--- src/hw/acq_consts.svh ---
// shared sizes of the capture core, pulled in with `include wherever a width or depth is needed
`ifndef ACQ_CONSTS_SVH
`define ACQ_CONSTS_SVH

////////////////////
// adc side
////////////////////

`define ADC_W       14  // raw and converted sample width
`define ADC_CH      4   // channels on the adc bus

////////////////////
// capture side
////////////////////

`define ACQ_UNITS   2   // capture units, one per channel pair
`define ACQ_DEPTH   16  // words stored per unit
`define ACQ_DECIM   2   // keep one pair out of this many

// credits per writer, equal to the arbiter queue depth
`define WR_CREDITS  2

// memory address width, covers ACQ_UNITS * ACQ_DEPTH words
`define MEM_AW      5

`endif

--- src/hw/sample_pkg.sv ---
// sample and capture state types, imported by the front end, the capture units and the top
`include "acq_consts.svh"

package sample_pkg;

  ////////////////////
  // samples
  ////////////////////

  // two's complement sample after conversion
  typedef logic signed [`ADC_W-1:0] sample_t;

  // one channel pair, a sits in the upper half
  typedef struct packed {
    sample_t a;  // trigger source
    sample_t b;
  } sample_pair_t;

  ////////////////////
  // capture fsm
  ////////////////////

  typedef enum logic [2:0] {
    CAP_IDLE  = 3'd0,  // out of reset, nothing stored
    CAP_ARMED = 3'd1,  // watching channel a for a crossing
    CAP_RUN   = 3'd2,  // sending decimated pairs
    CAP_DRAIN = 3'd3,  // waiting for the last credits
    CAP_DONE  = 3'd4   // region complete
  } cap_state_e;

endpackage

--- src/hw/adc_frontend.sv ---
// converts the raw adc words to two's complement and registers them twice before capture
`include "acq_consts.svh"

module adc_frontend import sample_pkg::*; (
  input  logic                            adc_clk_01,
  input  logic                            reset_i,
  input  logic [`ADC_CH-1:0][`ADC_W-1:0]  adc_dat_i,  // raw, offset binary with neg slope
  output sample_t [`ADC_CH-1:0]           adc_smp_o   // converted, 2 cycles later
);

  ////////////////////
  // conversion
  ////////////////////

  sample_t [`ADC_CH-1:0] adc_conv;    // combinational result
  sample_t [`ADC_CH-1:0] adc_dat_r;   // first stage
  sample_t [`ADC_CH-1:0] adc_dat_rr;  // second stage, feeds the units

  // keep msb, flip the rest
  always_comb begin
    for (int ch = 0; ch < `ADC_CH; ch++) begin
      adc_conv[ch] = {adc_dat_i[ch][`ADC_W-1], ~adc_dat_i[ch][`ADC_W-2:0]};
    end
  end

  ////////////////////
  // pipeline
  ////////////////////

  always_ff @(posedge adc_clk_01) begin
    if (reset_i) begin
      adc_dat_r  <= '0;  // units see zero until real data arrives
      adc_dat_rr <= '0;
    end else begin
      adc_dat_r  <= adc_conv;
      adc_dat_rr <= adc_dat_r;
    end
  end

  assign adc_smp_o = adc_dat_rr;

endmodule

--- config.mk ---
export PLATFORM = sky130hd
export DESIGN_NAME = adc_frontend
export DESIGN_NICKNAME = d
export VERILOG_FILES = /design/src/hw/sample_pkg.sv /design/src/hw/adc_frontend.sv
export VERILOG_INCLUDE_DIRS = /design/src /design/src/hw
export SDC_FILE = /design/constraint.sdc
export NUM_CORES = 1
export LEC_CHECK = 0
export BUFFER_PORTS_ARGS = -buffer_cell sky130_fd_sc_hd__buf_2
export CAP_MARGIN = 20
export CORE_MARGIN = 8
export CORE_UTILIZATION = 40
export CTS_BUF_LIST = sky130_fd_sc_hd__clkbuf_8
export CTS_CLUSTER_SIZE = 28
export DETAILED_ROUTE_END_ITERATION = 8
export PLACE_DENSITY = 0.8
export SETUP_SLACK_MARGIN = 0.2
export SYNTH_ARGS = -nofsm -noshare
export SYNTH_HDL_FRONTEND = slang
export SYNTH_SLANG_ARGS = --single-unit
--- constraint.sdc ---
create_clock -name adc_clk_01 -period 0.8 [get_ports adc_clk_01]
set_input_delay 0.04 -clock adc_clk_01 [delete_from_list [all_inputs] [get_ports adc_clk_01]]
set_output_delay 0.04 -clock adc_clk_01 [all_outputs]
set_load 0.01 [all_outputs]
# Word-level counts from Yosys, hierarchy flattened
# Index checks and enable logic that the tools add are counted.
[word_totals]
reg_bits = 112
latchBits = 0
ram_bits = 0
romBits = 0
input_bits = 58
output_inout_bits = 56
wordCells = 12
mem_count = 0
[op_classes]
add_sub_neg = 0
mul = 0
n_div = 0
order_cmp = 0
eq_ne = 0
n_shift = 0
mux = 0
bitwise = 4
n_reduce_logical = 0
[ops]
columns = ["op", "count"]
rows = [
  ["13-bit NOT", 4],
]

# Logic depth before layout (Yosys ltp)
[logic_depth]
word_depth = 1
ltp_mapped = 3
depth_no_buf = 1

# Worst setup path before layout
# OpenSTA, ideal clock, no wires.
[synth_path]
kind = "reg-to-reg"
from = "reg adc_dat_r[10] in the netlist's numbering"
to = "reg adc_dat_rr, in the netlist adc_smp_o[10]"
t_arrival_ns = 0.376
setup_slack_ns = 0.307
stages_incl_launch_ff = 2
period_less_slack_ns = 0.493
path_cell_list = "dfxtp_1 > nor2b_1"
[synth_lines]
columns = ["item", "line_no", "text"]
rows = [
  ["from (decl)", "adc_frontend.sv:16", "sample_t [`ADC_CH-1:0] adc_dat_r;"],
  ["from (signal assigned)", "adc_frontend.sv:35", "adc_dat_r <= adc_conv;"],
  ["to (signal assigned)", "adc_frontend.sv:36", "adc_dat_rr <= adc_dat_r;"],
  ["to (decl)", "adc_frontend.sv:17", "sample_t [`ADC_CH-1:0] adc_dat_rr;"],
]
# No word-level cell between the ends.

# Worst setup path in the final report
[layout_path]
from = "reg adc_dat_rr, in the netlist adc_smp_o[42]"
to = "out adc_smp_o[42] in the netlist's numbering"
[layout_lines]
columns = ["item", "line_no", "text"]
rows = [
  ["to (decl)", "adc_frontend.sv:8", "output sample_t [`ADC_CH-1:0] adc_smp_o"],
]
# No word-level cell between the ends.

==> summary.md <==
| Metric | Value |
|---|---|
| Outcome | complete, but fails checks |
| Failing checks | setup timing |
| Yosys top cell by area | dfxtp_1 |
| Yosys top cell area share | just under 80% |
| Clock transition at path regs | around 0.10 ns |
| Mapped Cells | approximately 240 |
| Gpl congestion | between 0.7 and 0.8 |
| Via/cell ratio | slightly below 4 |
| Distinct cells, synth | 5 |
| Overall Global Routing Usage | 12.60% |
| Synth-to-Final Area Change | 57.00% |
| Antenna diodes | 0 |
| CTS tree | yes |
| Hold path start | reset_i |
| Synthesized cell area | roughly 0.0029 sq mm |
| Initial detailed-routing violation count | 19 |
| Static Leak | slightly above 2 nW |
| #FFs+latches synth | 112 |
| Setup WS post-layout | -0.05426 ns |
| Remaining antenna violation count after routing | 0 |
| Die Footprint | about 0.01 sq mm |
| Unrepaired setup endpoints after global routing | true |
| Reg2reg start | adc_dat_r[27] |
| Clock root buffer | clkbuf_8 |
| Endpoint type of the worst setup path | primary output |
| CP required | 0.76 ns |
| TritonCTS Sinks | 112 |
| Pre-CTS setup slack | roughly 0.18 ns |
| Max Freq | 1.171 GHz |
| Worst-margin pin slew | 0.2288 ns |
| Yosys warnings | 0 |
| Initial antenna violation count | 0 |
| Finish-stage setup viols | 56 |
| Fill count | between 500 and 600 |
| CP top delay family | flip-flops |
| Port bufs | roughly 110 |
| Worst path cell trace | buf_2 |
| Power density cells | 2284 mW/mm^2 |
| Layout Skew | between 0.01 and 0.015 ns |
| Max Root-Sink Buffers | 2 |
| Post-layout min period | 0.8543 ns |
| Ys async rst share | 0% |
| Synth area leaders | dfxtp_1 77%, nor2b_1 13%, nor2_1 6.7% |
| Fin crit share | 106.8% |
| Crit Reg-Reg Endpoint | adc_smp_o[27] |
| Max-slew headroom | between 80% and 90% |
| Clk Latency, worst-skew pair | between 0.3 and 0.4 ns |
| Hold Path Sink | adc_smp_o[41] |
| # DRC | 0 |
| Crit Path Class | reg -> out |
| CP Data Arrival Time | between 0.8 and 0.9 ns |
| Vias in the first global route | about 2k |
| DR pass1 iterations | 4 |
| Share of cells above drive strength 1 | ~39% |
| Non-Filler Instances | about 500 |
| Setup TNS Final | -1.486 ns |
| Largest net degree at the start of global routing | 58 |
| CTS buffer count | 9 |
| Avg Inst Size Synth | about 12 sq um |
| Placement Rows | 31 |
| Primary FF master, synth | dfxtp_1 |
| Routed via count | 2,016 |
| Most common cell in the netlist | dfxtp_1 |
| Worst Setup Start Kind | flip-flop |
| Mapped Nets | 294 |
| Total placed cells including tap cells | around 440 |
| Post-synth EDFFs | 0 |
| Nets | roughly 460 |
| Avg WL per Cell | around 13 microns |
| Buffers & Inverters on Critical Path | 1 |
| Die Y | approximately 100 microns |
| DP HPWL | 4046 microns |
| Slowest stage cell, crit path | dfxtp_1 |
| Reg-to-reg slack, setup | between 0.2 and 0.25 ns |
| Crit Path Max Fanout | 1 |
| Starting density of the core | around 41% |
| Sequential area share after synthesis | between 70% and 80% |
| Post-Route WL | roughly 6500 microns |
| Max Cap Violations | 0 |
| Finished Core Util | a little under two thirds |
| Total I/O pin count | 114 |
| Hold Crit Class | in -> reg |
| H-tree depth | 3 |
| Fin. max-slew vios | 0 |
| Depth of the most critical reg-to-reg path | 1 |
| Placeable Area | just over 0.007 sq mm |
| Global route total overflow | 0 |
| DIE WIDTH | between 100 and 150 microns |
| Crit path largest cell delay | about 0.33 ns |
| Hold depth | 3 |
| Synth top cells by count | 112 x dfxtp_1, 60 x nor2b_1, 52 x nor2_1 |
| Final hold violation count | 0 |
| VDD IR-drop max | between 1 and 1.5 mV |
| First-pass GRT wire length | 9777 microns |
==> sequential cells by signal, summed over array words and instances, names as in the netlist <==
register,count
adc_dat_r,56
adc_smp_o,56
==> stage by stage <==
step	power [mW]	area, sq um	hold WS [ns]
global route	10.81	4546	0.1146
finish	10.38	4546	0.1208
detailed placement	6.589	3545	0.1927
CTS	10.43	4432	0.1031
floorplan	6.293	2895	0.1067
global placement	6.563	3545	0.1938
==> timing repair <==
action	4_1_cts	5_1_grt
gates resized for setup	26	31
endpoints found under the setup margin	56	56
hold endpoints to repair	56	0
hold buffers	56	0
buffers inserted	0	0
==> logic make-up (layout without fill, tap and decap cells) <==
| group | count (synthesis) | in the layout | share of synthesized area [%] |
|---|---|---|---|
| flip-flops | 112 | 112 | 77.44 |
| AND/OR/NAND/NOR | 112 | 112 | 19.71 |
| buffers and inverters | 12 | 187 | 2.852 |
==> worst max path at each step <==
stage | from | endpoint | slack [ns] | cells after the start
after floorplan | adc_dat_r[10] | adc_smp_o[10] | 0.31 | 1
after global placement | reset_i | adc_smp_o[0] | 0.21 | 3
after detailed placement | reset_i | adc_smp_o[24] | 0.18 | 3
after CTS | adc_smp_o[43] | adc_smp_o[43] | -0.07 | 1
after global routing | adc_smp_o[32] | adc_smp_o[32] | -0.11 | 1
final | adc_smp_o[42] | adc_smp_o[42] | -0.05 | 1
==> final cells by class <==
type,instances,area [sq um],share of cell area (%)
well taps,99,123.9,2.725
clock buffers,10,137.6,3.028
clock inverters,6,92.59,2.037
flip-flops and latches,112,2277,50.10
repair buffers,171,1344,29.56
multi-input cells,112,570.5,12.55
==> cells in the final DEF (no fill, tap or decap) <==
master and n:
dfxtp_2 28, buf_12 2, nor2_1 52, buf_6 28, dlygate4sd3_1 56, clkinv_4 2
clkbuf_8 10, nor2b_1 60, clkinvlp_4 2, dfxtp_1 84, bufinv_16 2, buf_4 1
buf_2 84
==> power breakdown <==
part | total, mW | switching [mW] | internal (mW)
clock | 3.62 | 1.76 | 1.86
sequential | 5.91 | 0.0685 | 5.84
combinational | 0.852 | 0.325 | 0.527
==> per-layer routing <==
metal | track usage [%] | share of wire (%) | vias to the layer above
met5 | 0 | 0 | -
met3 | 4.558 | 6.1 | 14
met1 | 11.45 | 35 | 902
met4 | 7.216 | 2.8 | 0
met2 | 23.43 | 56 | 59
li1 | - | - | 1041
(Power assumes the default switching activity.)
