===== config.mk =====
export PLATFORM = sky130hd
export DESIGN_NAME = sample_ram
export DESIGN_NICKNAME = d
export VERILOG_FILES = /design/src/hw/sample_pkg.sv /design/src/hw/mem_wr_pkg.sv /design/src/hw/sample_ram.sv
export VERILOG_INCLUDE_DIRS = /design/src /design/src/hw
export SDC_FILE = /design/constraint.sdc
export NUM_CORES = 1
export LEC_CHECK = 0
export ABC_AREA = 1
export BUFFER_PORTS_ARGS = -buffer_cell sky130_fd_sc_hd__buf_4
export CORE_MARGIN = 10
export CORE_UTILIZATION = 38
export CTS_CLUSTER_SIZE = 30
export DETAILED_ROUTE_END_ITERATION = 12
export PLACE_DENSITY = 0.52
export SLEW_MARGIN = 25
export SYNTH_ARGS = -nofsm -noshare
export SYNTH_HDL_FRONTEND = slang
export SYNTH_SLANG_ARGS = --single-unit

===== constraint.sdc =====
create_clock -name adc_clk_01 -period 2.16 [get_ports adc_clk_01]
set_input_delay 0.432 -clock adc_clk_01 [delete_from_list [all_inputs] [get_ports adc_clk_01]]
set_output_delay 0.432 -clock adc_clk_01 [all_outputs]
set_load 0.01 [all_outputs]

===== src/hw/acq_consts.svh =====
// shared sizes of the capture core, pulled in with `include wherever a width or depth is needed
`ifndef ACQ_CONSTS_SVH
`define ACQ_CONSTS_SVH

////////////////////
// adc side
////////////////////

`define ADC_W       14  // raw and converted sample width
`define ADC_CH      4   // channels on the adc bus

////////////////////
// capture side
////////////////////

`define ACQ_UNITS   2   // capture units, one per channel pair
`define ACQ_DEPTH   16  // words stored per unit
`define ACQ_DECIM   2   // keep one pair out of this many

// credits per writer, equal to the arbiter queue depth
`define WR_CREDITS  2

// memory address width, covers ACQ_UNITS * ACQ_DEPTH words
`define MEM_AW      5

`endif


===== src/hw/sample_pkg.sv =====
// sample and capture state types, imported by the front end, the capture units and the top
`include "acq_consts.svh"

package sample_pkg;

  ////////////////////
  // samples
  ////////////////////

  // two's complement sample after conversion
  typedef logic signed [`ADC_W-1:0] sample_t;

  // one channel pair, a sits in the upper half
  typedef struct packed {
    sample_t a;  // trigger source
    sample_t b;
  } sample_pair_t;

  ////////////////////
  // capture fsm
  ////////////////////

  typedef enum logic [2:0] {
    CAP_IDLE  = 3'd0,  // out of reset, nothing stored
    CAP_ARMED = 3'd1,  // watching channel a for a crossing
    CAP_RUN   = 3'd2,  // sending decimated pairs
    CAP_DRAIN = 3'd3,  // waiting for the last credits
    CAP_DONE  = 3'd4   // region complete
  } cap_state_e;

endpackage


===== src/hw/mem_wr_pkg.sv =====
// types of the sample memory write path, imported by the write interface, arbiter, memory and top
`include "acq_consts.svh"

package mem_wr_pkg;

  import sample_pkg::*;

  ////////////////////
  // memory words
  ////////////////////

  // word address into the shared memory
  typedef logic [`MEM_AW-1:0] mem_addr_t;

  // one stored word is a full channel pair, 2 x ADC_W bits
  typedef sample_pair_t mem_word_t;

  ////////////////////
  // writers
  ////////////////////

  // selects one capture unit, also its memory region
  typedef logic [$clog2(`ACQ_UNITS)-1:0] unit_id_t;

endpackage


===== src/hw/sample_ram.sv =====
// shared sample memory, written by the arbiter and read back by the host one cycle after the address
`include "acq_consts.svh"

module sample_ram import mem_wr_pkg::*; (
  input  logic       adc_clk_01,
  input  logic       mem_we_i,    // from the arbiter
  input  mem_addr_t  mem_addr_i,
  input  mem_word_t  mem_data_i,
  input  mem_addr_t  rd_addr_i,   // host side
  output mem_word_t  rd_data_o    // registered
);

  ////////////////////
  // storage
  ////////////////////

  // one region of ACQ_DEPTH words per unit
  mem_word_t mem [`ACQ_UNITS * `ACQ_DEPTH];

  always_ff @(posedge adc_clk_01) begin
    if (mem_we_i) mem[mem_addr_i] <= mem_data_i;
  end

  ////////////////////
  // read port
  ////////////////////

  always_ff @(posedge adc_clk_01) begin
    rd_data_o <= mem[rd_addr_i];  // one cycle latency
  end

endmodule


## Yosys cells after proc, flatten, opt, wreduce, memory -nomap -nowiden

Memory sizes are Yosys's and may differ from the RTL's. A register that Yosys moved wholly into a read port is not among the register bits.
Cells that the tools add are included.

- Bits in registers: 0
- Memory bits (writable): 896
- Bits of input ports: 40
- Output and inout port bits: 28
- Logic and storage cells: 3
- Memories: 1

Memories:

| name | depth | bits a word | read ports | clocked after memory_dff | wr ports | line | source |
|---|---|---|---|---|---|---|---|
| mem | 32 | 28 | 1 | 1 | 1 | sample_ram.sv:18 | `` mem_word_t mem [`ACQ_UNITS * `ACQ_DEPTH]; `` |

- Multiplexer cells: 2

Operator list:

| operator | number |
|---|---|
| 1-bit two-way mux | 2 |

## Depth between registers and ports, before layout

- Depth after elaboration: 2
- Gate-level depth with buffers: 12
- Mapped depth without buffers: 9

## Worst setup path before layout

Ideal clock, no wire load.

- Path kind: input to register
- Start: in mem_addr_i[0]
- End: mem mem[8][0] (netlist bit) (enable)
- Library setup time: 0.413 ns
- Arrival: 1.922 ns
- Required time: 1.747 ns
- Path slack: -0.175 ns
- Stages on the path: 3
- Path buffers: 0
- Cells stage by stage: inv_1 nand3_1 nor2_1

RTL lines:

| element | line | source |
|---|---|---|
| start, declared | sample_ram.sv:7 | `input mem_addr_t mem_addr_i,` |
| end, declared | sample_ram.sv:18 |  |

Straight into the memory's write port.

## Worst setup path in the final report

- Start: reg rd_data_o[17] (netlist name)
- End: out rd_data_o[17] (netlist bit)

RTL lines:

| element | line | source |
|---|---|---|
| end, declared | sample_ram.sv:10 | `output mem_word_t rd_data_o` |

No word-level cell between the ends.

==> out/summary.md <==
The run gives 98 as the number of buffers created by CTS. The cell depth of the worst min-delay path was 1; the number of design-rule violations left by the first detailed-router iteration was 2458. After synthesis, the cell types taking the most area are sky130_fd_sc_hd__edfxtp_1, sky130_fd_sc_hd__nand2_1, sky130_fd_sc_hd__nand3_1. The number of hold violations in the final report is 0, and the max-slew violation count is 0. For the number of global-route vias before repair, the log shows 23600.

The H-tree was split into 3 levels. The logs give 0.193 for the overall fraction of global-route tracks in use and 1730 ps for the data required time of the worst path. The number of setup buffers added after CTS is 0. The normalized max-slew margin is 0.667. The clock slew at the register clock pins of the worst setup and hold paths was 60 ps; the area occupied by multi-input gates was 0.00851 sq mm.

The clock period minus worst slack came out at 1790 ps. Among all cell types in the netlist, the one instantiated most often is sky130_fd_sc_hd__nand2_1. The largest fanout of any net on the critical path was 1; the final-report setup violation count was 0. Portion of netlist area occupied by mux cells: 0.

The logs give 62500 microns for the placed wire-length estimate after detailed placement and 0.0275 sq mm for the register cell area after layout. Hold timing on the final database bottoms out at a slack of 180 ps. Entering global routing, the biggest net connects 95 pins.

The static leakage is 15.8 nW, and the via total after detailed routing is 24100. The floorplan step defined a die boundary enclosing 0.111 sq mm. The synthesized design contains 896 enable-type register cells.

The total length of routed wires is 109000 microns. For the sequential-to-total area share from yosys stat, the log shows 0.740. In the synthesized netlist the dominant register cell turns out to be sky130_fd_sc_hd__edfxtp_1. The count of nets left with antenna violations once routing finished came out at 0. The Yosys step of the flow raised 0 warnings. The die is 333 microns wide. The worst setup path is launched from a register. The synthesized netlist occupies a cell area of 0.0371 sq mm. In the routed layout, each cell is associated on average with a via count of 5.26. Grouping stages by cell kind, the critical path spends the most delay in flip-flops. The number of filler cells placed in the layout came out at 8730. The power density over the cells was 898 mW/mm^2; the count of standard-cell rows was 114.

The quantity of I/O buffers inserted on ports works out to 67. Adder-cell share of the synthesized area: 0. The part of the cycle the worst path needs was 0.828. Simple-gate area share of the yosys netlist: 0.223. The classification of the worst-slack hold path is input pin to register. For the residual DRC count, the log shows 0.

The data arrival at the endpoint of the critical path was 1360 ps; the post-cts repair resize count was 0. The area fraction in compound gates after synthesis is 0. The depth of the worst register-to-register path was 8; the number of buffer and inverter stages on the critical path was 1. The flip-flop and latch count after synthesis came out at 924. Combinational family with the most area after synthesis: simple AND/OR/NAND/NOR gates. Area fraction of the dominant cell type after synthesis: 0.725. The die is 333 microns tall. The biggest area contributor in the post-synthesis netlist is sky130_fd_sc_hd__edfxtp_1. When the netlist entered floorplanning its net count stood at 3140. The number of cells on the critical path works out to 1. The final sum of negative setup slack is 0 ps, and the number of maximum-capacitance violations is 0.

The run gives 8 as the first-pass iteration count of the detailed router. After synthesis, the most frequently instantiated cells are sky130_fd_sc_hd__nand2_1, sky130_fd_sc_hd__edfxtp_1, sky130_fd_sc_hd__nand3_1. For this run the aggregate overflow at the end of global routing stands at 0. The post-synthesis share of cell area spent on xor and xnor gates is 0, and the delay of the slowest cell on the worst path is 510 ps. Placeable core area: 0.0969 sq mm.

After detailed placement, the total cell area comes to 0.0401 sq mm. The tree is rooted in a sky130_fd_sc_hd__clkbuf_16. The total non-filler cell area in the finished layout was 0.0432 sq mm. The mean routed wirelength per cell works out to 23.8 microns. Among all stages on the critical path, the largest delay is contributed by sky130_fd_sc_hd__dfxtp_1. VDD sags by at most 0.000710 V. Counting along the longest clock path gives a buffer depth of 3.

The number of antenna violations at the first check in global routing was 7; the share of synthesized registers carrying an async set or reset was 0. The first global-routing pass estimated 160000 microns of wire. The number of standard cells after synthesis was 3100. STA classifies the critical path endpoint as a primary output. Clock latency on the worst-skew pair, taken at its later pin, is 670 ps. TritonCTS built the clock tree. The flow ran to the end, and the final reports show no timing, DRC or antenna violations. The ratio of cells with drive above 1 in the final layout is 0.117, and the post-synthesis average cell area is 12.0 sq um. Buffers inserted to repair hold after CTS numbered 0. For the number of placed I/O pins, the log shows 68. The netlist uses 16 different library cells. The category of the critical setup timing path is register to primary output. Across all setup checks in the final design, the least slack found is 372 ps. After layout, the design draws a total of 0.0388 W.

The critical path goes through buf_4. The weighted congestion at the end of routability-driven global placement was 0.826; the actual transition at the worst max-transition pin was 498 ps. The run gives 0.383 as the initial core utilization. Setup repair after global routing left no endpoint under its margin. From synthesis to final layout, the design area changed by 16.4%. Before CTS, the worst setup slack after placement is 105 ps. Clock skew on the completed layout was measured at 32.9 ps. The clock net in this run drives a total of 924 sinks.

The achievable frequency was 559 MHz; the number of nets in the final layout was 3261.
report_power, final:
part / total [W] / internal [W] / switching (W)
clock network: 0.0162 / 0.00928 / 0.00692
logic: 0.00253 / 0.000769 / 0.00177
registers: 0.0200 / 0.0199 / 0.000119
state kept, by name (all words and copies together), names as in the netlist:
register	count
rd_data_o	28
mem	896
worst paths after layout:
kind | start | to | slack, ps
setup / recovery | rd_data_o[17]$_DFF_P_ | rd_data_o[17] | 370
hold / removal | mem_data_i[9] | mem[14][9]$_DFFE_PP_ | 180
setup reg to reg | mem[24][23]$_DFFE_PP_ | rd_data_o[23]$_DFF_P_ | 920
hold reg to reg | mem[2][6]$_DFFE_PP_ | rd_data_o[6]$_DFF_P_ | 750
area by class of cell:
type | instances | share of cell area
Inverter | 10 | 0.00139
Sequential cell | 924 | 0.636
Clock inverter | 47 | 0.00999
Timing Repair Buffer | 211 | 0.0570
Tap cell | 1276 | 0.0370
Multi-Input combinational cell | 1976 | 0.197
Clock buffer | 133 | 0.0617
Antenna cell | 1 | 0.0000579
worst register-to-register path, stage by stage (launching register included):
cell and delay, ps:
sky130_fd_sc_hd__edfxtp_1 370, sky130_fd_sc_hd__nand2_1 70, sky130_fd_sc_hd__nand3_1 70, sky130_fd_sc_hd__nand3_1 110, sky130_fd_sc_hd__nand2_1 70, sky130_fd_sc_hd__nand2_1 80
sky130_fd_sc_hd__nand2_1 60, sky130_fd_sc_hd__nand2_1 50, sky130_fd_sc_hd__nand2_1 190
through the flow:
step            util  std cells
2_1_floorplan      -       3100
3_3_place_gp   0.414       4397
3_5_place_dp   0.414       4397
4_1_cts        0.446       4577
5_1_grt        0.446       4577
6_report       0.446       4578
kinds of logic after synthesis:
group | Yosys count
and+or+nand+nor | 1976
buffers and inverters | 200
DFF | 924
layout by cell type (no fill, tap or decap), types with 2 or more instances in the layout:
master / Yosys / routed
sky130_fd_sc_hd__inv_1: 7 / 5
sky130_fd_sc_hd__clkbuf_16: 0 / 98
sky130_fd_sc_hd__clkinv_8: 0 / 4
sky130_fd_sc_hd__edfxtp_1: 896 / 896
sky130_fd_sc_hd__dfxtp_1: 28 / 28
sky130_fd_sc_hd__clkbuf_8: 0 / 9
sky130_fd_sc_hd__inv_2: 1 / 2
sky130_fd_sc_hd__inv_16: 0 / 3
sky130_fd_sc_hd__nand3_1: 684 / 684
sky130_fd_sc_hd__nand2_1: 1260 / 1260
sky130_fd_sc_hd__clkbuf_1: 32 / 27
sky130_fd_sc_hd__bufinv_16: 0 / 5
sky130_fd_sc_hd__buf_12: 1 / 69
sky130_fd_sc_hd__clkinv_2: 0 / 19
sky130_fd_sc_hd__nor2_4: 0 / 32
sky130_fd_sc_hd__buf_4: 37 / 140
sky130_fd_sc_hd__clkinv_1: 0 / 14
metal layers:
layer  global-route usage  wire [microns]  part of all wire
met5                    0              72           0.00066
met4               0.0458            2300             0.021
met3               0.0403            7880             0.072
met2                0.311           51300              0.47
met1                0.267           47400              0.44
No activity file was read; power rests on OpenSTA's default activity.
