### config.mk
export PLATFORM = sky130hd
export DESIGN_NAME = capture_unit_flat
export DESIGN_NICKNAME = d
export VERILOG_FILES = /design/src/hw/sample_pkg.sv /design/src/hw/mem_wr_pkg.sv /design/src/hw/mem_wr_if.sv /design/src/hw/capture_unit.sv /design/src/flat_wrapper.sv
export VERILOG_INCLUDE_DIRS = /design/src /design/src/hw
export SDC_FILE = /design/constraint.sdc
export NUM_CORES = 1
export LEC_CHECK = 0
export BUFFER_PORTS_ARGS = -buffer_cell sky130_fd_sc_hd__buf_4
export CAP_MARGIN = 20
export CELL_PAD_IN_SITES_DETAIL_PLACEMENT = 1
export CELL_PAD_IN_SITES_GLOBAL_PLACEMENT = 2
export CORE_MARGIN = 2
export CORE_UTILIZATION = 35
export DETAILED_ROUTE_END_ITERATION = 16
export MAX_ROUTING_LAYER = met4
export PLACE_DENSITY_LB_ADDON = 0.2
export SYNTH_ARGS = -nofsm -noshare
export SYNTH_HDL_FRONTEND = slang
export SYNTH_SLANG_ARGS = --single-unit
export TNS_END_PERCENT = 100
### constraint.sdc
create_clock -name adc_clk_01 -period 5 [get_ports adc_clk_01]
set_clock_uncertainty 0.1 [all_clocks]
set_input_delay 1 -clock adc_clk_01 [delete_from_list [all_inputs] [get_ports adc_clk_01]]
set_output_delay 1 -clock adc_clk_01 [all_outputs]
set_load 0.01 [all_outputs]
### src/hw/acq_consts.svh
// shared sizes of the capture core, pulled in with `include wherever a width or depth is needed
`ifndef ACQ_CONSTS_SVH
`define ACQ_CONSTS_SVH

////////////////////
// adc side
////////////////////

`define ADC_W       14  // raw and converted sample width
`define ADC_CH      4   // channels on the adc bus

////////////////////
// capture side
////////////////////

`define ACQ_UNITS   2   // capture units, one per channel pair
`define ACQ_DEPTH   16  // words stored per unit
`define ACQ_DECIM   2   // keep one pair out of this many

// credits per writer, equal to the arbiter queue depth
`define WR_CREDITS  2

// memory address width, covers ACQ_UNITS * ACQ_DEPTH words
`define MEM_AW      5

`endif

### src/hw/sample_pkg.sv
// sample and capture state types, imported by the front end, the capture units and the top
`include "acq_consts.svh"

package sample_pkg;

  ////////////////////
  // samples
  ////////////////////

  // two's complement sample after conversion
  typedef logic signed [`ADC_W-1:0] sample_t;

  // one channel pair, a sits in the upper half
  typedef struct packed {
    sample_t a;  // trigger source
    sample_t b;
  } sample_pair_t;

  ////////////////////
  // capture fsm
  ////////////////////

  typedef enum logic [2:0] {
    CAP_IDLE  = 3'd0,  // out of reset, nothing stored
    CAP_ARMED = 3'd1,  // watching channel a for a crossing
    CAP_RUN   = 3'd2,  // sending decimated pairs
    CAP_DRAIN = 3'd3,  // waiting for the last credits
    CAP_DONE  = 3'd4   // region complete
  } cap_state_e;

endpackage

### src/hw/mem_wr_pkg.sv
// types of the sample memory write path, imported by the write interface, arbiter, memory and top
`include "acq_consts.svh"

package mem_wr_pkg;

  import sample_pkg::*;

  ////////////////////
  // memory words
  ////////////////////

  // word address into the shared memory
  typedef logic [`MEM_AW-1:0] mem_addr_t;

  // one stored word is a full channel pair, 2 x ADC_W bits
  typedef sample_pair_t mem_word_t;

  ////////////////////
  // writers
  ////////////////////

  // selects one capture unit, also its memory region
  typedef logic [$clog2(`ACQ_UNITS)-1:0] unit_id_t;

endpackage

### src/hw/mem_wr_if.sv
// credit-based write channel from one capture unit into the sample arbiter
`include "acq_consts.svh"

interface mem_wr_if import mem_wr_pkg::*; ();

  // writer to arbiter, one beat per cycle at most
  logic      wr_valid;  // beat present, costs one credit
  mem_addr_t wr_addr;   // absolute memory address
  mem_word_t wr_data;   // sample pair to store

  // arbiter to writer
  logic      credit;    // one-cycle pulse, one queue slot freed

  // capture unit side
  modport writer (
    output wr_valid,
    output wr_addr,
    output wr_data,
    input  credit
  );

  // arbiter side
  modport arbiter (
    input  wr_valid,
    input  wr_addr,
    input  wr_data,
    output credit
  );

endinterface

### src/hw/capture_unit.sv
// one channel pair: level trigger on channel a, decimation, and credit-limited writes to its region
`include "acq_consts.svh"

module capture_unit import sample_pkg::*, mem_wr_pkg::*; #(
  parameter unit_id_t UNIT_ID = '0  // picks the memory region
) (
  input  logic         adc_clk_01,
  input  logic         reset_i,
  input  sample_pair_t smp_i,         // converted pair, one per cycle
  input  logic         arm_i,         // start waiting for a trigger
  input  sample_t      trig_level_i,  // rising threshold on channel a
  output logic         done_o,        // whole region in memory
  mem_wr_if.writer     wr
);

  localparam int CW = $clog2(`WR_CREDITS + 1);                       // credit counter
  localparam int DW = (`ACQ_DECIM > 1) ? $clog2(`ACQ_DECIM) : 1;     // decimation counter
  localparam int IW = $clog2(`ACQ_DEPTH);                            // word index
  localparam mem_addr_t BASE = mem_addr_t'(UNIT_ID * `ACQ_DEPTH);    // region start

  cap_state_e   state_q, state_d;
  sample_t      prev_a_q;     // last channel a value, for edge detect
  logic         seeded_q;     // prev_a_q holds a sample taken since arming
  logic         hold_q;       // pair waiting for a credit
  sample_pair_t hold_pair_q;
  logic [DW-1:0] dec_cnt_q;   // pairs left to skip
  logic [IW-1:0] idx_q;       // words already sent
  logic [CW-1:0] cred_q;      // free slots in the arbiter queue
  logic         wr_valid_q;
  mem_addr_t    wr_addr_q;
  mem_word_t    wr_data_q;

  logic         arm_go, trig_hit, take, send, last;
  sample_pair_t out_pair;

  ////////////////////
  // trigger and decimation
  ////////////////////

  assign arm_go   = ((state_q == CAP_IDLE) || (state_q == CAP_DONE)) && arm_i;
  // first crossing from below, needs a seeded previous sample
  assign trig_hit = (state_q == CAP_ARMED) && seeded_q &&
                    (smp_i.a >= trig_level_i) && (prev_a_q < trig_level_i);
  assign take     = trig_hit || ((state_q == CAP_RUN) && !hold_q && (dec_cnt_q == '0));
  assign send     = (take || hold_q) && (cred_q != '0);  // a beat costs one credit
  assign out_pair = hold_q ? hold_pair_q : smp_i;        // held word goes first
  assign last     = send && (idx_q == IW'(`ACQ_DEPTH - 1));

  always_comb begin
    state_d = state_q;
    case (state_q)
      CAP_IDLE,
      CAP_DONE:  if (arm_i) state_d = CAP_ARMED;
      CAP_ARMED: if (trig_hit) state_d = CAP_RUN;
      CAP_RUN:   if (last) state_d = CAP_DRAIN;
      CAP_DRAIN: if (cred_q == CW'(`WR_CREDITS)) state_d = CAP_DONE;  // all words in memory
      default:   state_d = CAP_IDLE;
    endcase
  end

  ////////////////////
  // control state
  ////////////////////

  always_ff @(posedge adc_clk_01) begin
    if (reset_i) begin
      state_q    <= CAP_IDLE;
      seeded_q   <= 1'b0;
      hold_q     <= 1'b0;
      dec_cnt_q  <= '0;
      idx_q      <= '0;
      cred_q     <= CW'(`WR_CREDITS);  // queue empty
      wr_valid_q <= 1'b0;
    end else begin
      state_q    <= state_d;
      wr_valid_q <= send;
      cred_q     <= cred_q - CW'(send) + CW'(wr.credit);
      if (arm_go) begin
        seeded_q <= 1'b0;  // next sample only seeds
        idx_q    <= '0;
      end else if (send) begin
        idx_q <= idx_q + 1'b1;
      end
      if (state_q == CAP_ARMED) seeded_q <= 1'b1;
      if (send) hold_q <= 1'b0;
      else if (take) hold_q <= 1'b1;  // out of credits, keep the pair
      if (trig_hit) begin
        dec_cnt_q <= DW'(`ACQ_DECIM - 1);  // skip after the trigger pair
      end else if ((state_q == CAP_RUN) && !hold_q) begin
        dec_cnt_q <= take ? DW'(`ACQ_DECIM - 1) : dec_cnt_q - 1'b1;
      end  // frozen while a word waits
    end
  end

  // payload, no reset
  always_ff @(posedge adc_clk_01) begin
    prev_a_q <= smp_i.a;
    if (take && !send) hold_pair_q <= smp_i;
    if (send) begin
      wr_addr_q <= BASE + mem_addr_t'(idx_q);
      wr_data_q <= out_pair;
    end
  end

  ////////////////////
  // outputs
  ////////////////////

  assign wr.wr_valid = wr_valid_q;
  assign wr.wr_addr  = wr_addr_q;
  assign wr.wr_data  = wr_data_q;
  assign done_o      = (state_q == CAP_DONE);

endmodule

### src/flat_wrapper.sv
// flat-port wrapper written by rule: the top's interface ports become plain ports
module capture_unit_flat import sample_pkg::*, mem_wr_pkg::*;
#(
  parameter unit_id_t UNIT_ID = '0                            
)
  (adc_clk_01, reset_i, smp_i, arm_i, trig_level_i, done_o, wr_wr_valid, wr_wr_addr, wr_wr_data, wr_credit);
  mem_wr_if wr_i ();
  input  logic adc_clk_01;
  input  logic reset_i;
  input  sample_pair_t smp_i;
  input  logic arm_i;
  input  sample_t trig_level_i;
  output logic done_o;
  output wire logic [$bits(wr_i.wr_valid)-1:0] wr_wr_valid;
  output wire logic [$bits(wr_i.wr_addr)-1:0] wr_wr_addr;
  output wire logic [$bits(wr_i.wr_data)-1:0] wr_wr_data;
  input wire logic [$bits(wr_i.credit)-1:0] wr_credit;
  assign wr_wr_valid = wr_i.wr_valid;
  assign wr_wr_addr = wr_i.wr_addr;
  assign wr_wr_data = wr_i.wr_data;
  assign wr_i.credit = wr_credit;
  capture_unit #(.UNIT_ID(UNIT_ID)) u_core (.adc_clk_01(adc_clk_01), .reset_i(reset_i), .smp_i(smp_i), .arm_i(arm_i), .trig_level_i(trig_level_i), .done_o(done_o), .wr(wr_i));
endmodule
# After elaboration in Yosys (flattened, before gate mapping)
# Cells that the tools add are included.
[totals] inputBits=46 out_inout_bits=35 register_bits=87 word_cells=63
[op_classes] order_cmp=2 n_reduce_logical=22 n_mux=11 n_eq_ne=10 add_sub_neg=4 bitwise_logic=1
[ops] operator="28-bit 2-to-1 mux" n=1
[ops] operator="14-bit greater-or-equal comparator" n=1
[ops] operator="14-bit less-than comparator" n=1
[ops] operator="3-bit 2-to-1 mux" n=4
[ops] operator="3-bit one-hot mux with 4 select lines" n=1
[ops] operator="1-bit logical AND" n=9
[ops] operator="3-bit by 2-bit == test with 1-bit output, second input constant" n=2
[ops] operator="2-bit by 1-bit != test with 1-bit output, second input constant" n=3
[ops] operator="2-bit nonzero test" n=3
[ops] operator="2-bit OR reduction" n=3
[ops] operator="1-bit 2-to-1 mux" n=5
[ops] operator="4-bit by 1-bit adder with 4-bit output, second input constant" n=1
[ops] operator="4-bit == test, second input constant" n=1
[ops] operator="4-bit AND reduction" n=1
[ops] operator="3-bit by 1-bit == test with 1-bit output, second input constant" n=1
[ops] operator="3-bit == test, second input constant" n=1
[ops] operator="3-bit logical NOT" n=1
[ops] operator="1-bit logical OR" n=3
[ops] operator="2-bit by 1-bit adder with 2-bit output" n=1
[ops] operator="2-bit == test, second input constant" n=1
[ops] operator="1-bit logical NOT" n=2
[ops] operator="2-bit != test, second input constant" n=1
[ops] operator="2-bit by 1-bit subtractor with 2-bit output" n=1
[ops] operator="1-bit inverter" n=1
[ops] operator="1-bit subtractor, second input constant" n=1

# Longest topological paths before layout
[logic_depth] word_depth=10 ltp_mapped=15 mapped_depth_nobuf=15

# Least setup slack after synthesis
# No wires, ideal clock.
[synth_path] path_type="input-to-reg" start="in trig_level_i[3]" end="reg u_core.hold_pair_q[0] (netlist name) (enable)" path_buffers=0 arrival_ns=3.770 setup_slack_ns=0.707 setup_ns=0.422 t_required_ns=4.478 cell_stages=9 path_cell_list="inv_1 -> ha_1 -> a211oi_1 -> nor2_1 -> o22ai_1 -> mux2_4 -> nor2_1 -> nand2_1 -> a21oi_1"
[synth_via] elab_chain_len=8 elab_cells_between_ends=9 cone_classes="2 x order compare; 7 x reduce/logical"
[synth_rtl] item="from (decl)" line="flat_wrapper.sv:12" rtl="input sample_t trig_level_i;"
[synth_rtl] item="14-bit greater-or-equal comparator" line="capture_unit.sv:43" rtl="(smp_i.a >= trig_level_i) && (prev_a_q < trig_level_i);"
[synth_rtl] item="1-bit logical AND" line="capture_unit.sv:42" rtl="assign trig_hit = (state_q == CAP_ARMED) && seeded_q &&"
[synth_rtl] item="1-bit logical AND (*)" line="capture_unit.sv:43"
[synth_rtl] item="1-bit logical OR (*)" line="capture_unit.sv:44" rtl="assign take = trig_hit || ((state_q == CAP_RUN) && !hold_q && (dec_cnt_q == '0));"
[synth_rtl] item="1-bit logical OR" line="capture_unit.sv:45" rtl="assign send = (take || hold_q) && (cred_q != '0);"
[synth_rtl] item="1-bit logical AND" line="capture_unit.sv:45"
[synth_rtl] item="1-bit logical NOT" line="capture_unit.sv:98" rtl="if (take && !send) hold_pair_q <= smp_i;"
[synth_rtl] item="1-bit logical AND (*)" line="capture_unit.sv:98"
[synth_rtl] item="to (signal assigned)" line="capture_unit.sv:98"
[synth_rtl] item="to (decl)" line="capture_unit.sv:25" rtl="sample_pair_t hold_pair_q;"
# Mark *: on every way between the ends. The rest lies on a longest branch, timed or not.
# A chain may end at the register's enable or synchronous reset.

# Final worst setup path
[layout_path] start="in trig_level_i[3]" end="reg u_core.cred_q[1]"
[layout_via] elab_chain_len=8 elab_cells_between_ends=9 cone_classes="2 x add/sub; 2 x order compare; 5 x reduce/logical"
[layout_rtl] item="14-bit greater-or-equal comparator" line="capture_unit.sv:43"
[layout_rtl] item="1-bit logical AND" line="capture_unit.sv:42"
[layout_rtl] item="1-bit logical AND (*)" line="capture_unit.sv:43"
[layout_rtl] item="1-bit logical OR (*)" line="capture_unit.sv:44"
[layout_rtl] item="1-bit logical OR (*)" line="capture_unit.sv:45"
[layout_rtl] item="1-bit logical AND (*)" line="capture_unit.sv:45"
[layout_rtl] item="net u_core.send" line="capture_unit.sv:33" rtl="logic arm_go, trig_hit, take, send, last;"
[layout_rtl] item="2-bit by 1-bit subtractor with 2-bit output (*)" line="capture_unit.sv:77" rtl="cred_q <= cred_q - CW'(send) + CW'(wr.credit);"
[layout_rtl] item="2-bit by 1-bit adder with 2-bit output (*)" line="capture_unit.sv:77"
[layout_rtl] item="to (signal assigned)" line="capture_unit.sv:72" rtl="cred_q <= CW'(`WR_CREDITS);"
[layout_rtl] item="to (signal assigned)" line="capture_unit.sv:77"
[layout_rtl] item="to (decl)" line="capture_unit.sv:28" rtl="logic [CW-1:0] cred_q;"
# The timed path passes the listed nets; every way through them passes the cells marked *.

==> impl_summary.md <==
Status
The flow ran to the end, and the final reports show no timing, DRC or antenna violations.

Timing
The number of pins with negative max-slew slack in the final report is 0. At the pin with the least slew margin, the transition time is 0.514 ns. The aggregate negative setup slack is 0 ns. The final worst-path cycle share is 0.728.

The achievable clock frequency is 0.275 GHz. The count of final hold-check violations is 0. The final-report setup violation count is 0. Setup repair after global routing left no endpoint under its margin. Subtracting the final worst setup slack from the clock period gives 3.64 ns. The worst slew slack as a fraction of its limit is 0.657.

Critical path
STA classifies the critical path startpoint as a primary input. The end of the worst register-to-register path is u_core.cred_q[1]. The critical path goes through buf_4 -> inv_1 -> ha_1 -> a211oi_1 -> nor2_1 -> o22ai_1 -> mux2_4 -> o21a_4 -> inv_4 -> ha_1 -> inv_1 -> ha_1 -> xor2_1 -> xnor2_1 -> nand2b_1. Data on the critical path is required at its endpoint by 5.16 ns. The critical path contains buffers and inverters numbering 4 combined. The maximum cell stage delay along the critical path is 0.38 ns. In this run the critical register-to-register path is launched from u_core.prev_a_q[11].

The number of cells on the worst reg-to-reg path is 13. The arrival time reported for the critical path endpoint is 3.80 ns. The reg2reg setup slack is 1.84 ns. The kind of cell adding the most delay to the critical path is adder cells. The cell with the biggest individual delay on the critical path is sky130_fd_sc_hd__inv_4. The kind of critical path is in2reg.

Of all nets on the critical path, the largest fanout is 38. The cell repeated most along the worst path is sky130_fd_sc_hd__ha_1. The kind of end point of the critical path is a flip-flop.

Worst hold path
The depth of the worst hold-timing path is 2. The start point of the worst hold path is u_core.seeded_q. The destination of the worst hold path is u_core.seeded_q. The worst min-delay path class is reg2reg.

Global routing
The overall overflow remaining after global route is 0. The via count of the first global-routing pass came to 2304. The total global-route track usage is 0.143. The number of antenna violations at the first check in global routing is 0. Entering global routing, the biggest net connects 39 pins. The first global-routing pass estimated 12.0 mm of wire.

Logic synthesis
In this run, synthesis produced a sequential element count of 87. The number of cells produced by synthesis is 267. The count of warnings emitted by yosys is 0.

In the synthesized netlist the async set-or-reset flop fraction comes to 0. By area the synthesized netlist is led by sky130_fd_sc_hd__edfxtp_1 (49%), sky130_fd_sc_hd__dfxtp_1 (15%), sky130_fd_sc_hd__ha_1 (10%). By instance count, the leading cell after synthesis is sky130_fd_sc_hd__edfxtp_1. By count the netlist is led by sky130_fd_sc_hd__edfxtp_1 (60), sky130_fd_sc_hd__ha_1 (30), sky130_fd_sc_hd__dfxtp_1 (27), sky130_fd_sc_hd__mux2_2 (27), sky130_fd_sc_hd__inv_1 (17). Synthesis produced a netlist with a net count of 343. The cell area after synthesis is 3700 um2.

The sequential element share of the synthesized area is 0.633. The fraction of synthesized cell area taken by the top area cell type is 0.487. A synthesized cell averages 13.9 um2. The number of distinct library cell variants in the gate-level netlist after synthesis is 44. The post-synthesis cell type with the largest combined area is sky130_fd_sc_hd__edfxtp_1. Yosys mapped a number of flops with a built-in enable equal to 60. The predominant post-synthesis flop cell is sky130_fd_sc_hd__edfxtp_1.

Clocking
The number of instances resized during post-cts repair is 0. The deepest clock path buffer count is 2. The number of hold buffers added after CTS was 0. The total clock sinks is 87. The tree is rooted in a sky130_fd_sc_hd__clkbuf_8. The clock slew seen by the registers of the worst setup and hold paths is 0.10 ns. The insertion delay of the later-clocked pin in the worst-skew pair is 0.36 ns.

The H-tree generated during clock tree synthesis spans 3 levels. The number of buffers created by CTS is 9. The CTS tree is built. After clock tree synthesis, the setup repair step added 0 buffers.

Placed design
The number of port buffers is 79. The sum of net half-perimeters after detailed placement is 5.51 mm. At the end of routability-driven placement, the weighted congestion stood at 0.767.

Final layout
0 antenna diodes ended up in the layout. At the end of the flow, the number of nets in the layout was 429. The fraction of layout instances using a drive strength above 1 is 0.372. Counting the fill cells in the layout gives 1119.

Measured on the finished design, the core utilization comes to 0.454. From synthesis to final layout, the design area changed by 26.0%.

Detailed routing
The first detailed-routing pass ran for 6 iterations. The detailed router finished its first iteration with 78 violations. The post-detailed-route count of antenna-violating nets is 0.

The final routed wirelength across all metal layers is 7.56 mm. The mean routed wirelength per cell is 15.3 um. Using the TritonRoute via totals, the vias-per-cell ratio works out to 4.71. The total vias in the final route is 2329. The remaining routing DRC violations is 0.

Flow run
The reported max-cap violation count is 0.

Floorplanning
The floorplan step defined a die boundary enclosing 11400 um2. The placement row count is 37. For this configuration, the core starts out at a cell density of 0.360. In this run the vertical extent of the chip is 107 um.

Measured along the x axis, the die boundary spans 107 um. The count of boundary I/O pins is 81. The core region area is 10300 um2.

Power
The peak ir drop on the vdd network is 0.122 mV. Power spread over the standard cell area amounts to 301 nW/um2. The leakage power is 1.91 nW.
## cells in the final DEF, fill, tap and decap left out, types with 2 or more instances in the layout
cell type and count:
sky130_fd_sc_hd__mux2_2 27, sky130_fd_sc_hd__ha_1 30, sky130_fd_sc_hd__inv_1 17, sky130_fd_sc_hd__nand4_1 2, sky130_fd_sc_hd__nand2_1 14, sky130_fd_sc_hd__inv_8 2
sky130_fd_sc_hd__dfxtp_1 27, sky130_fd_sc_hd__a21o_1 2, sky130_fd_sc_hd__nor2_1 12, sky130_fd_sc_hd__nor3_1 4, sky130_fd_sc_hd__a21oi_1 13, sky130_fd_sc_hd__a31oi_1 2
sky130_fd_sc_hd__nand4b_1 2, sky130_fd_sc_hd__clkinv_4 3, sky130_fd_sc_hd__clkbuf_8 9, sky130_fd_sc_hd__nand2b_1 5, sky130_fd_sc_hd__xnor2_1 2, sky130_fd_sc_hd__nor2b_1 3
sky130_fd_sc_hd__buf_4 81, sky130_fd_sc_hd__o21ai_0 10, sky130_fd_sc_hd__edfxtp_1 60, sky130_fd_sc_hd__a211oi_1 3, sky130_fd_sc_hd__o211ai_1 2, sky130_fd_sc_hd__and2_1 2
## layout make-up
| class | count | area, um2 | area share |
|---|---|---|---|
| Tap cell | 136 | 170 | 0.0365 |
| Inverter | 18 | 70.1 | 0.0150 |
| Sequential cell | 87 | 2340 | 0.502 |
| Timing Repair Buffer | 81 | 608 | 0.130 |
| Multi-Input combinational cell | 156 | 1270 | 0.273 |
| Clock buffer | 9 | 124 | 0.0266 |
| Clock inverter | 7 | 73.8 | 0.0158 |
## tightest hold or removal path, cell delays in order (launching register included)
cell                      delay, ns
sky130_fd_sc_hd__dfxtp_1       0.34
sky130_fd_sc_hd__o21ai_0       0.08
sky130_fd_sc_hd__a21oi_1       0.06
## power breakdown
part | internal, mW | switching [mW] | leakage [nW]
sequential | 0.784 | 0.00721 | 0.763
combinational | 0.0675 | 0.0638 | 1.04
clock | 0.196 | 0.286 | 0.101
total | 1.05 | 0.357 | 1.91
## worst max-delay path by stage
stage                     startpoint  slack (ns)                    end  cells past startpoint
floorplan            trig_level_i[3]        0.71  u_core.hold_pair_q[0]                      9
global placement     trig_level_i[3]        0.98       u_core.cred_q[1]                     15
detailed placement   trig_level_i[3]        0.93       u_core.cred_q[1]                     15
CTS                  trig_level_i[3]        1.32       u_core.cred_q[1]                     15
global route        trig_level_i[13]        1.13       u_core.cred_q[1]                     15
finish               trig_level_i[3]        1.36       u_core.cred_q[1]                     15
## cells by family after synthesis
kind of cell / count (synthesis) / share of synthesized area
XOR/XNOR: 3 / 0.00710
multiplexers: 29 / 0.0889
buffers and inverters: 24 / 0.0260
flip-flops: 87 / 0.633
AND/OR/NAND/NOR: 53 / 0.0754
adder cells (fa/ha/maj): 30 / 0.101
AO/OA/AOI/OAI: 40 / 0.0676
other: 1 / 0.00101
## stage by stage
stage / power (mW) / setup WS [ns] / hold slack, ns / area, um2 / instances
2_1_floorplan: 0.877 / 0.707 / 0.344 / 3700 / 267
5_1_grt: 1.47 / 1.13 / 0.441 / 4660 / 494
3_3_place_gp: 0.938 / 0.984 / 0.393 / 4470 / 478
6_report: 1.40 / 1.36 / 0.426 / 4660 / 494
4_1_cts: 1.43 / 1.32 / 0.420 / 4660 / 494
3_5_place_dp: 0.942 / 0.930 / 0.377 / 4470 / 478
## registers in the layout, indices dropped and copies added (netlist names)
signal	count
u_core.idx_q	4
u_core.seeded_q	1
u_core.prev_a_q	14
u_core.wr.wr_valid	1
u_core.hold_q	1
u_core.wr.wr_data	28
u_core.dec_cnt_q	1
u_core.cred_q	2
u_core.state_q	3
u_core.hold_pair_q	28
u_core.wr.wr_addr	4
## metal layers
layer	global-route usage	vias up	routed length (um)
li1	-	1159	-
met4	0.0557	0	63
met3	0.0334	4	332
met2	0.207	54	3430
met1	0.196	1112	3730
met5	-	-	0
No activity file was read; power rests on OpenSTA's default activity.
